--- config.mk ---
export PLATFORM = sky130hd
export DESIGN_NAME = branchPredictorTop
export DESIGN_NICKNAME = d
export VERILOG_FILES = /design/src/verilog/bpClassPkg.sv /design/src/verilog/bpConfigPkg.sv /design/src/verilog/phtRam.sv /design/src/verilog/counterUpdate.sv /design/src/verilog/predPipeline.sv /design/src/verilog/globalHistoryPredictor.sv /design/src/verilog/branchPredictorTop.sv
export SDC_FILE = /design/constraint.sdc
export NUM_CORES = 2
export LEC_CHECK = 0
export ABC_AREA = 0
export BUFFER_PORTS_ARGS = -buffer_cell sky130_fd_sc_hd__buf_4
export CAP_MARGIN = 20
export CORE_MARGIN = 1
export CORE_UTILIZATION = 35
export DETAILED_ROUTE_END_ITERATION = 8
export SLEW_MARGIN = 20
export SYNTH_ARGS = -nofsm -noshare
export SYNTH_HDL_FRONTEND = slang
export SYNTH_SLANG_ARGS = --single-unit
--- constraint.sdc ---
create_clock -name clk -period 5.9 [get_ports clk]
set_input_delay 1.18 -clock clk [delete_from_list [all_inputs] [get_ports clk]]
set_output_delay 1.18 -clock clk [all_outputs]
set_load 0.01 [all_outputs]
--- src/verilog/bpClassPkg.sv ---
package bpClassPkg;

  ////////////////////////////////////////////////////////////////////////////
  // Instruction class word
  ////////////////////////////////////////////////////////////////////////////

  // One-hot class word as produced by the target buffer and the decoder
  localparam int classWidth = 5;

  // Bit positions in the class word
  // Only the conditional branch bit steers the direction predictor
  localparam int classBranch  = 0;
  localparam int classJump    = 1;
  localparam int classJumpReg = 2;
  localparam int classCall    = 3;
  localparam int classReturn  = 4;

  ////////////////////////////////////////////////////////////////////////////
  // Two-bit saturating counter states
  ////////////////////////////////////////////////////////////////////////////

  // Bit 1 is the predicted direction
  localparam logic [1:0] ctrStrongNot   = 2'b00;
  localparam logic [1:0] ctrWeakNot     = 2'b01;
  localparam logic [1:0] ctrWeakTaken   = 2'b10;
  localparam logic [1:0] ctrStrongTaken = 2'b11;

endpackage

--- src/verilog/bpConfigPkg.sv ---
package bpConfigPkg;

  ////////////////////////////////////////////////////////////////////////////
  // Predictor sizing
  ////////////////////////////////////////////////////////////////////////////

  // Global history length in bits
  // The table holds 2**defaultHistoryBits counters
  localparam int defaultHistoryBits = 10;

  // Width of one table entry
  localparam int counterBits = 2;

endpackage

--- src/verilog/phtRam.sv ---
`timescale 1ns/1ps

module phtRam #(
  parameter int historyBits = 10
) (
  input  logic                                clk,
  input  logic                                rstN,
  input  logic [historyBits-1:0]              readAdr,
  input  logic                                readEn,
  output logic [bpConfigPkg::counterBits-1:0] readData,
  input  logic [historyBits-1:0]              writeAdr,
  input  logic                                writeEn,
  input  logic [bpConfigPkg::counterBits-1:0] writeData
);
  import bpConfigPkg::*;
  import bpClassPkg::*;

  // One counter per history pattern
  localparam int tableDepth = 1 << historyBits;

  logic [counterBits-1:0] ctrTable [tableDepth];

  // Write port
  // All entries start weakly not-taken
  always_ff @(posedge clk or negedge rstN) begin
    if (!rstN) begin
      for (int i = 0; i < tableDepth; i++) begin
        ctrTable[i] <= ctrWeakNot;
      end
    end else if (writeEn) begin
      ctrTable[writeAdr] <= writeData;
    end
  end

  // Registered read port
  // Holds the last value while readEn is low
  // Same-edge write is not visible until the next read
  always_ff @(posedge clk or negedge rstN) begin
    if (!rstN) begin
      readData <= ctrWeakNot;
    end else if (readEn) begin
      readData <= ctrTable[readAdr];
    end
  end

endmodule

--- src/verilog/counterUpdate.sv ---
`timescale 1ns/1ps

module counterUpdate (
  input  logic [bpConfigPkg::counterBits-1:0] BPPredE,
  input  logic [bpClassPkg::classWidth-1:0]   InstrClassE,
  input  logic                                PCSrcE,
  output logic                                BPPredDirWrongE,
  output logic [bpConfigPkg::counterBits-1:0] UpdateBPPredE
);
  import bpClassPkg::*;

  // Direction miss only counts for a real conditional branch
  assign BPPredDirWrongE = InstrClassE[classBranch] & (BPPredE[1] ^ PCSrcE);

  ////////////////////////////////////////////////////////////////////////////
  // Saturating step toward the outcome
  ////////////////////////////////////////////////////////////////////////////

  always_comb begin
    case (BPPredE)
      ctrStrongNot: begin
        UpdateBPPredE = PCSrcE ? ctrWeakNot : ctrStrongNot;
      end
      ctrWeakNot: begin
        UpdateBPPredE = PCSrcE ? ctrWeakTaken : ctrStrongNot;
      end
      ctrWeakTaken: begin
        UpdateBPPredE = PCSrcE ? ctrStrongTaken : ctrWeakNot;
      end
      ctrStrongTaken: begin
        UpdateBPPredE = PCSrcE ? ctrStrongTaken : ctrWeakTaken;
      end
      // Unreachable with a 2-bit counter
      default: begin
        UpdateBPPredE = ctrWeakNot;
      end
    endcase
  end

endmodule

--- src/verilog/predPipeline.sv ---
`timescale 1ns/1ps

module predPipeline (
  input  logic                                clk,
  input  logic                                rstN,
  input  logic                                StallD,
  input  logic                                StallE,
  input  logic                                FlushD,
  input  logic                                FlushE,
  input  logic [bpConfigPkg::counterBits-1:0] BPPredF,
  input  logic [bpClassPkg::classWidth-1:0]   BPInstrClassF,
  output logic [bpConfigPkg::counterBits-1:0] BPPredD,
  output logic [bpConfigPkg::counterBits-1:0] BPPredE,
  output logic [bpClassPkg::classWidth-1:0]   BPInstrClassD,
  output logic [bpClassPkg::classWidth-1:0]   BPInstrClassE
);
  import bpClassPkg::*;

  ////////////////////////////////////////////////////////////////////////////
  // Fetch to Decode
  ////////////////////////////////////////////////////////////////////////////

  // Flush has priority over stall
  // A flushed slot looks like a non-branch with a neutral counter
  always_ff @(posedge clk or negedge rstN) begin
    if (!rstN) begin
      BPInstrClassD <= '0;
      BPPredD       <= ctrWeakNot;
    end else if (FlushD) begin
      BPInstrClassD <= '0;
      BPPredD       <= ctrWeakNot;
    end else if (!StallD) begin
      BPInstrClassD <= BPInstrClassF;
      BPPredD       <= BPPredF;
    end
  end

  ////////////////////////////////////////////////////////////////////////////
  // Decode to Execute
  ////////////////////////////////////////////////////////////////////////////

  // Counter stays paired with its instruction for training in Execute
  always_ff @(posedge clk or negedge rstN) begin
    if (!rstN) begin
      BPInstrClassE <= '0;
      BPPredE       <= ctrWeakNot;
    end else if (FlushE) begin
      BPInstrClassE <= '0;
      BPPredE       <= ctrWeakNot;
    end else if (!StallE) begin
      BPInstrClassE <= BPInstrClassD;
      BPPredE       <= BPPredD;
    end
  end

endmodule

--- src/verilog/globalHistoryPredictor.sv ---
`timescale 1ns/1ps

module globalHistoryPredictor #(
  parameter int historyBits = 10
) (
  input  logic                                clk,
  input  logic                                rstN,
  input  logic                                StallF,
  input  logic                                StallE,
  input  logic [bpClassPkg::classWidth-1:0]   BPInstrClassF,
  input  logic [bpClassPkg::classWidth-1:0]   BPInstrClassD,
  input  logic [bpClassPkg::classWidth-1:0]   BPInstrClassE,
  input  logic [bpClassPkg::classWidth-1:0]   InstrClassE,
  input  logic                                BPPredDirWrongE,
  input  logic                                PCSrcE,
  input  logic [bpConfigPkg::counterBits-1:0] UpdateBPPredE,
  output logic [bpConfigPkg::counterBits-1:0] BPPredF
);
  import bpClassPkg::*;

  // Two spare bits so up to two speculative shifts can be undone
  logic [historyBits+1:0] historyReg;
  logic [historyBits+1:0] historyNext;
  logic                   historyEn;
  logic [6:0]             muxSel;

  logic [historyBits-1:0] lookupAdr;
  logic [historyBits-1:0] updateAdr;
  logic [historyBits-1:0] updateAdrNoD;
  logic [historyBits-1:0] updateAdrWithD;
  logic                   updateEn;

  // Branch bits of each stage
  logic predBranchF;
  logic predBranchD;
  logic predBranchE;
  logic realBranchE;

  // Execute outcome against the prediction
  logic classRightNonCfi;
  logic classWrongCfi;
  logic classWrongNonCfi;
  logic classRightDirWrong;
  logic classRightDirRight;

  assign predBranchF = BPInstrClassF[classBranch];
  assign predBranchD = BPInstrClassD[classBranch];
  assign predBranchE = BPInstrClassE[classBranch];
  assign realBranchE = InstrClassE[classBranch];

  ////////////////////////////////////////////////////////////////////////////
  // Resolution classes
  ////////////////////////////////////////////////////////////////////////////

  // Exactly one of these five is true each cycle
  assign classRightNonCfi   = ~predBranchE & ~realBranchE;
  assign classWrongCfi      = ~predBranchE &  realBranchE;
  assign classWrongNonCfi   =  predBranchE & ~realBranchE;
  assign classRightDirWrong =  predBranchE &  realBranchE &  BPPredDirWrongE;
  assign classRightDirRight =  predBranchE &  realBranchE & ~BPPredDirWrongE;

  // One-hot history select
  // Decode predicted branch means one extra speculative bit sits above Execute
  assign muxSel[0] = ~predBranchF & (classRightNonCfi | classRightDirRight);
  assign muxSel[1] = classWrongCfi & ~predBranchD;
  assign muxSel[2] = classWrongNonCfi & ~predBranchD;
  assign muxSel[3] = (classRightDirWrong & ~predBranchD) | (classWrongCfi & predBranchD);
  assign muxSel[4] = classWrongNonCfi & predBranchD;
  assign muxSel[5] = classRightDirWrong & predBranchD;
  assign muxSel[6] = predBranchF & (classRightNonCfi | classRightDirRight);

  // Repairs follow Execute
  // The speculative shift follows Fetch
  assign historyEn = ((|muxSel[5:1]) & ~StallE) | (muxSel[6] & ~StallF);

  ////////////////////////////////////////////////////////////////////////////
  // History update and register
  ////////////////////////////////////////////////////////////////////////////

  always_comb begin
    case (muxSel)
      // no change
      7'b000_0001: historyNext = historyReg;
      // late branch found in Execute
      7'b000_0010: historyNext = {historyReg[historyBits:0], PCSrcE};
      // repair 1
      7'b000_0100: historyNext = {1'b0, historyReg[historyBits+1:1]};
      // Newest bit was wrong so overwrite it
      7'b000_1000: historyNext = {historyReg[historyBits+1:1], PCSrcE};
      // repair 2
      7'b001_0000: historyNext = {2'b00, historyReg[historyBits+1:2]};
      // Drop the Decode bit and fix the Execute bit
      7'b010_0000: historyNext = {1'b0, historyReg[historyBits+1:2], PCSrcE};
      // Speculative shift of the Fetch prediction
      7'b100_0000: historyNext = {historyReg[historyBits:0], BPPredF[1]};
      default:     historyNext = historyReg;
    endcase
  end

  always_ff @(posedge clk or negedge rstN) begin
    if (!rstN) begin
      historyReg <= '0;
    end else if (historyEn) begin
      historyReg <= historyNext;
    end
  end

  ////////////////////////////////////////////////////////////////////////////
  // Table addressing
  ////////////////////////////////////////////////////////////////////////////

  // Forward the next history into the lookup when a new one is selected
  assign lookupAdr = (|muxSel[6:1]) ? historyNext[historyBits-1:0]
                                    : historyReg[historyBits-1:0];

  // Skip the bits shifted in by younger speculative branches
  assign updateAdrNoD   = realBranchE ? historyReg[historyBits:1]
                                      : historyReg[historyBits-1:0];
  assign updateAdrWithD = realBranchE ? historyReg[historyBits+1:2]
                                      : historyReg[historyBits:1];
  assign updateAdr      = predBranchD ? updateAdrWithD : updateAdrNoD;

  // Train only on real conditional branches
  assign updateEn = realBranchE & ~StallE;

  phtRam #(
    .historyBits (historyBits)
  ) pht (
    .clk       (clk),
    .rstN      (rstN),
    .readAdr   (lookupAdr),
    .readEn    (~StallF),
    .readData  (BPPredF),
    .writeAdr  (updateAdr),
    .writeEn   (updateEn),
    .writeData (UpdateBPPredE)
  );

endmodule

--- src/verilog/branchPredictorTop.sv ---
`timescale 1ns/1ps

module branchPredictorTop #(
  parameter int historyBits = bpConfigPkg::defaultHistoryBits
) (
  input  logic                                clk,
  input  logic                                rstN,
  input  logic                                StallF,
  input  logic                                StallD,
  input  logic                                StallE,
  input  logic                                FlushD,
  input  logic                                FlushE,
  input  logic [bpClassPkg::classWidth-1:0]   BPInstrClassF,
  input  logic [bpClassPkg::classWidth-1:0]   InstrClassE,
  input  logic                                PCSrcE,
  output logic [bpConfigPkg::counterBits-1:0] BPPredF,
  output logic [bpClassPkg::classWidth-1:0]   BPInstrClassD,
  output logic [bpClassPkg::classWidth-1:0]   BPInstrClassE,
  output logic                                BPPredDirWrongE
);

  // Execute-stage counter and its trained value
  logic [bpConfigPkg::counterBits-1:0] BPPredE;
  logic [bpConfigPkg::counterBits-1:0] UpdateBPPredE;

  ////////////////////////////////////////////////////////////////////////////
  // Stage registers
  ////////////////////////////////////////////////////////////////////////////

  // Decode-stage counter is only consumed inside the pipeline
  predPipeline pipe (
    .clk           (clk),
    .rstN          (rstN),
    .StallD        (StallD),
    .StallE        (StallE),
    .FlushD        (FlushD),
    .FlushE        (FlushE),
    .BPPredF       (BPPredF),
    .BPInstrClassF (BPInstrClassF),
    .BPPredD       (),
    .BPPredE       (BPPredE),
    .BPInstrClassD (BPInstrClassD),
    .BPInstrClassE (BPInstrClassE)
  );

  // Execute resolution
  counterUpdate resolve (
    .BPPredE         (BPPredE),
    .InstrClassE     (InstrClassE),
    .PCSrcE          (PCSrcE),
    .BPPredDirWrongE (BPPredDirWrongE),
    .UpdateBPPredE   (UpdateBPPredE)
  );

  ////////////////////////////////////////////////////////////////////////////
  // History and table
  ////////////////////////////////////////////////////////////////////////////

  globalHistoryPredictor #(
    .historyBits (historyBits)
  ) ghp (
    .clk             (clk),
    .rstN            (rstN),
    .StallF          (StallF),
    .StallE          (StallE),
    .BPInstrClassF   (BPInstrClassF),
    .BPInstrClassD   (BPInstrClassD),
    .BPInstrClassE   (BPInstrClassE),
    .InstrClassE     (InstrClassE),
    .BPPredDirWrongE (BPPredDirWrongE),
    .PCSrcE          (PCSrcE),
    .UpdateBPPredE   (UpdateBPPredE),
    .BPPredF         (BPPredF)
  );

endmodule

; Word-level counts from Yosys, hierarchy flattened
; Index checks and enable logic that the tools add are counted.
[op_classes]
order_cmp = 3
eq_ne = 11
muxes = 24
n_bitwise = 32
n_reduce_logical = 6
[op_table]
columns = cell, n
row1 = $bwmux 2048, 1
row2 = $pmux 12 s6, 1
row3 = $mux 10, 4
row4 = $ge 11x11->1 const B, 2
row5 = $not 10->11, 2
row6 = $bmux 2 s10, 1
row7 = $demux 2 s10, 1
row8 = $mux 5, 4
row9 = $and 1x1->1, 18
row10 = $mux 2, 9
row11 = $lt 11x1->1 const B, 1
row12 = $not 1->1, 8
row13 = $pmux 2 s4, 1
row14 = $eq 7x2->1 const B, 1
row15 = $eq 7x3->1 const B, 1
row16 = $eq 7x4->1 const B, 1
row17 = $eq 7x5->1 const B, 1
row18 = $eq 7x6->1 const B, 1
row19 = $eq 7x7->1 const B, 1
row20 = $reduce_or 6->1, 1
row21 = $reduce_bool 5->1, 1
row22 = $reduce_or 5->1, 1
row23 = $eq 2x2->1 const B, 2
row24 = $ne 2x1->1 const B, 2
row25 = 7 further kinds, 10
[totals]
reg_bits = 2076
input_bits = 18
out_inout_bits = 13
word_cells = 1107

; Longest topological paths before layout
[logic_depth]
depth_word = 13
depth_mapped = 19
depth_no_buf = 11

; By module
; From an unflattened synthesis, not the netlist that was laid out.
[hier_totals]
hier_cells = 7299
area_unflattened_um2 = 100637.8
[modules_own_cells]
columns = mod, instances, cells_per_inst, area_each_um2, seq_area_each_um2
row1 = phtRam, 1, 7113, 98685.9, 52581.7
row2 = globalHistoryPredictor, 1, 137, 1337.5, 300.3
row3 = predPipeline, 1, 44, 575.6, 352.8
row4 = counterUpdate, 1, 5, 38.8, 0.0

; Worst setup path before layout
; Ideal clock, no wire load.
[synth_timing]
kind = input-to-reg
from = in PCSrcE
to = reg ghp.pht.readData[1] (netlist bit)
setup_time_ns = 0.139
arrival_time_ns = 4.098
required_time_ns = 5.761
setup_slack_ns = 1.664
cell_stages = 15
n_path_buf = 5
path_cell_list = buf_4 > xnor2_4 > mux2i_1 > o21ai_1 > nand2_2 > buf_4 > buf_4 > buf_2 > buf_2 > mux2i_1 > o22ai_1 > o41ai_1 > o32ai_1 > o31ai_1 > a22oi_1
[synth_via]
elab_chain_cells = 13
word_cells_on_any_way = 24
classes_between = 6 x eq/ne / 5 x mux / 12 x bitwise / 1 x reduce/logical
[synth_lines]
columns = item, line
row1 = start: declaration, branchPredictorTop.sv:15  ; input logic PCSrcE,
row2 = $xor 1x1->1, counterUpdate.sv:13  ; assign BPPredDirWrongE = InstrClassE[classBranch] & (BPPredE[1] ^ PCSrcE);
row3 = $and 1x1->1, counterUpdate.sv:13
row4 = $not 1->1, globalHistoryPredictor.sv:60  ; assign classRightDirRight = predBranchE & realBranchE & ~BPPredDirWrongE;
row5 = $and 1x1->1, globalHistoryPredictor.sv:60
row6 = $or 1x1->1, "globalHistoryPredictor.sv:64, globalHistoryPredictor.sv:70"
row7 = $and 1x1->1 (on tied branches), "globalHistoryPredictor.sv:64, globalHistoryPredictor.sv:70"
row8 = "$eq 7x7->1, or another cell as far along", globalHistoryPredictor.sv:81  ; case (muxSel)
row9 = $pmux 12 s6, globalHistoryPredictor.sv:81
row10 = $mux 10 *, globalHistoryPredictor.sv:113  ; assign lookupAdr = (|muxSel[6:1]) ? historyNext[historyBits-1:0]
row11 = $not 10->11 (not written as such) *, phtRam.sv:42  ; readData <= ctrTable[readAdr];
row12 = $bmux 2 s10 *, phtRam.sv:42
row13 = $mux 2 (not written as such) * (2 in a row), phtRam.sv:42
row14 = end signal: assignment, phtRam.sv:40  ; readData <= ctrWeakNot;
row15 = end signal: assignment, phtRam.sv:42
row16 = end: declaration, phtRam.sv:10  ; output logic [bpConfigPkg::counterBits-1:0] readData,
; Mark *: on every way between the ends. The rest lies on a longest branch, timed or not. The select of a mux whose other input is x is not followed.
; A chain may end at the register's enable or synchronous reset.

; Worst setup path in the final report
[layout_timing]
from = reg pipe.BPInstrClassE[0] (netlist bit)
to = reg ghp.pht.readData[1] (netlist bit)
[layout_via]
elab_chain_cells = 11
word_cells_on_any_way = 30
classes_between = 6 x eq/ne / 5 x mux / 18 x bitwise / 1 x reduce/logical
[layout_lines]
columns = item, line
row1 = start: declaration, predPipeline.sv:15  ; output logic [bpClassPkg::classWidth-1:0] BPInstrClassE
row2 = start signal: assignment, predPipeline.sv:51  ; BPInstrClassE <= BPInstrClassD;
row3 = $and 1x1->1 or $not 1->1 (tied branches), --
row4 = $and 1x1->1 (on tied branches), --
row5 = $or 1x1->1 or $and 1x1->1 (tied branches), "globalHistoryPredictor.sv:64, globalHistoryPredictor.sv:70, globalHistoryPredictor.sv:67"
row6 = "$and 1x1->1, or another cell as far along", globalHistoryPredictor.sv:64  ; assign muxSel[0] = ~predBranchF & (classRightNonCfi | classRightDirRight);
row7 = "$eq 7x7->1, or another cell as far along", globalHistoryPredictor.sv:81
row8 = $pmux 12 s6, globalHistoryPredictor.sv:81
row9 = $mux 10 *, globalHistoryPredictor.sv:113
row10 = $not 10->11 (not written as such) *, phtRam.sv:42
row11 = $bmux 2 s10 *, phtRam.sv:42
row12 = $mux 2 (not written as such) * (2 in a row), phtRam.sv:42
; Marked as above.

==> results.json <==
{
  "grtUsageTotal_pct": 25.3,
  "via_per_inst": 5.78,
  "die_h_um": 536,
  "synth_top_family_by_area": "simple AND/OR/NAND/NOR gates",
  "leakage_nw": 43.9,
  "mostFrequentLayoutCells": "3036 x nand2_1, 1552 x o21ai_0, 1049 x dfrtp_1, 1027 x dfstp_2, 585 x mux2_2",
  "synth_compound_area_share_pct": 13.7,
  "drt.antenna.violating_nets": 0,
  "synth.mux.area_fraction_pct": 13.2,
  "place.gp.congestion": 0.942,
  "finalNetCount": 10218,
  "hold_viol_final": 0,
  "clkSinkCount": 2076,
  "synth_nets": 10292,
  "finalSetupViolCount": 0,
  "drc": 0,
  "min_path_type": "in2async",
  "synth_top_cell_area_share_pct": 27.0,
  "area_growth_pct": 14.1,
  "rsz0062_at_grt": "false",
  "io-pin-count": 31,
  "final_common_cell": "nand2_1",
  "start_util_pct": 35.3,
  "worst-path-max-fanout": 28,
  "post-place-cells": 13721,
  "core_area_sq_mm": 0.283,
  "cts_made_buffers": 219,
  "drv_cap": 0,
  "criticalPathCategory": "reg2reg",
  "slew_headroom_pct": 21.7,
  "ys.flop_type": "dfrtp_1",
  "seq_area_sq_mm": 0.0532,
  "fp.dieW_um": 536,
  "synth_top_cell_by_area": "dfstp_2",
  "drive_gt1_share_pct": 25.9,
  "synth-edff-count": 0,
  "fin_area_sq_mm": 0.114,
  "vias": 81708,
  "drtPass1Iterations": 6,
  "synth-adder-area-share_pct": 0,
  "maxSlewViolCount": 0,
  "cts-root-buf": "clkbuf_16",
  "placed_cell_area_sq_mm": 0.106,
  "worstSetupStartpointType": "flip-flop",
  "vdd.ir_drop.worst_mv": 0.342,
  "antenna_found_initial": 19,
  "grt_pass1_vias": 79183,
  "status": "finished, final reports clean",
  "h-tree-depth": 4,
  "fin_skew_ns": 0.0648,
  "multi_input_area_sq_mm": 0.0436,
  "drt_iter0_drc": 8738,
  "synth-xor-area-share_pct": 0.0526,
  "ys_seq_area_share_pct": 53.3,
  "grt-ovfl-total": 0,
  "async_flop_share_pct": 100,
  "power.density_mw_per_mm2": 341,
  "post_cts_buffers": 0,
  "rows": 195,
  "cts-resized-gates": 0,
  "cts_tree": "yes",
  "wirelength_um": 370000,
  "netlist_instances": 10274,
  "avgSynthCellArea_sq_um": 9.72,
  "ctsHoldBuffers": 0,
  "grt_pass1_wl_um": 542000,
  "cts_buffer_depth": 3,
  "fillers": 27251,
  "wl_per_cell_um": 26.1,
  "clkLatencyLatePin_ns": 0.91,
  "yosys_register_bits": 2076,
  "ys_warn_count": 0,
  "ys_top_cells_by_area": "dfstp_2 27%, dfrtp_1 26%, nand2_1 11%",
  "setup.worst_path.end_class": "flip-flop",
  "yosysUniqueCellTypes": 95,
  "hold_ws_ns": 0.223,
  "cp.required_ns": 6.65,
  "synthSimpleGateAreaFrac_pct": 16.2,
  "port_buffers": 26,
  "finalCriticalPeriod_ns": 5.85,
  "stdcell_count": 14147,
  "min_period_over_period_pct": 99.1,
  "dp.final_hpwl_um": 235000,
  "die-area_sq_mm": 0.287,
  "fin_util_pct": 40.3,
  "grt_max_degree": 192,
  "syn_area_sq_mm": 0.0999,
  "clkTransAtPathRegs_ns": 0.06,
  "tightest_slew_ns": 1.15,
  "cp.arrival_ns": 6.59,
  "timing.fmax_mhz": 171
}
synth_stat cells, drive strengths merged, types with 33 or more instances:
| cell type | number |
|---|---|
| dfstp | 1027 |
| buf | 263 |
| a221oi | 43 |
| a32oi | 44 |
| a31oi | 49 |
| clkbuf | 505 |
| a21oi | 91 |
| dfrtp | 1049 |
| mux4 | 129 |
| a311oi | 79 |
| nor2 | 412 |
| o21ai | 1561 |
| nand3 | 342 |
| mux2i | 368 |
| mux2 | 585 |
| o22ai | 71 |
| and4 | 45 |
| nand2 | 3041 |
| nand4 | 46 |
| a211oi | 33 |
| o31ai | 122 |
flip-flops by register name (all words and copies together), names as in the netlist:
| register | count |
|---|---|
| pipe.BPPredD | 2 |
| pipe.BPInstrClassD | 5 |
| pipe.BPInstrClassE | 5 |
| ghp.pht.ctrTable | 2048 |
| pipe.BPPredE | 2 |
| ghp.pht.readData | 2 |
| ghp.historyReg | 12 |
critical path: stages, from the launching register on:
cell	delay [ns]
dfrtp_1	0.87
buf_4	0.29
nand4bb_1	0.15
o211ai_1	0.37
o21ai_4	0.19
nand2_8	0.39
buf_12	0.23
buf_4	0.26
nand3_1	0.11
a311oi_1	0.66
a211oi_1	0.19
buf_4	0.19
a2111oi_2	0.40
a2111oi_0	0.13
buf_4	0.18
a2111oi_1	0.79
a22oi_1	0.20
layout make-up:
class	count	share of cell area, %
clock inverters	83	0.918
multi-input cells	7420	38.3
repair buffers	473	4.18
diodes	8	0.0176
well taps	3743	4.11
flip-flops and latches	2076	46.7
inverters	10	0.0329
clock buffers	334	5.76
power breakdown:
| group | internal (mW) | total (mW) | switching (mW) | leakage (nW) |
|---|---|---|---|---|
| combinational | 2.60 | 9.61 | 7.01 | 15.0 |
| clock | 8.40 | 14.5 | 6.14 | 3.76 |
| sequential | 14.5 | 14.7 | 0.209 | 25.2 |
| total | 25.5 | 38.9 | 13.4 | 43.9 |
path summary, 6_finish.rpt:
check	startpoint	end	slack (ns)	cells past startpoint
setup / recovery	pipe.BPInstrClassE[0]	ghp.pht.readData[1]	0.05	16
hold / removal	rstN	ghp.pht.ctrTable[703]	0.22	1
setup reg to reg	pipe.BPInstrClassE[0]	ghp.pht.readData[1]	0.05	16
hold reg to reg	ghp.pht.ctrTable[1897]	ghp.pht.ctrTable[1897]	0.47	2
max in group asynchronous	rstN	ghp.pht.ctrTable[195]	3.91	4
min in group clk	ghp.pht.ctrTable[1897]	ghp.pht.ctrTable[1897]	0.47	2
cell families after synthesis:
logic type	Yosys count
AND/OR/NAND/NOR	4007
AO/OA/AOI/OAI	2328
flip-flops	2076
multiplexers	1082
buffers and inverters	778
XOR/XNOR	3
metrics by stage:
stage                     power (mW)  setup TNS, ns  setup slack (ns)
final                           38.9              0            0.0534
after global routing            39.8              0             0.101
after CTS                       38.8              0             0.236
after detailed placement        24.3         -0.313            -0.313
after global placement          24.2         -0.316            -0.316
after floorplan                 19.4              0              1.66
per-layer routing:
| layer | vias up | share of wire [%] | track usage [%] | wire length (um) |
|---|---|---|---|---|
| li1 | 35804 | - | - | - |
| met1 | 40900 | 41 | 34.0 | 151000 |
| met2 | 4029 | 43 | 37.9 | 160000 |
| met3 | 961 | 10 | 5.99 | 36900 |
| met4 | 14 | 5.7 | 13.2 | 21200 |
| met5 | - | 0.024 | 0 | 90 |
Power figures use the tool's default switching activity.
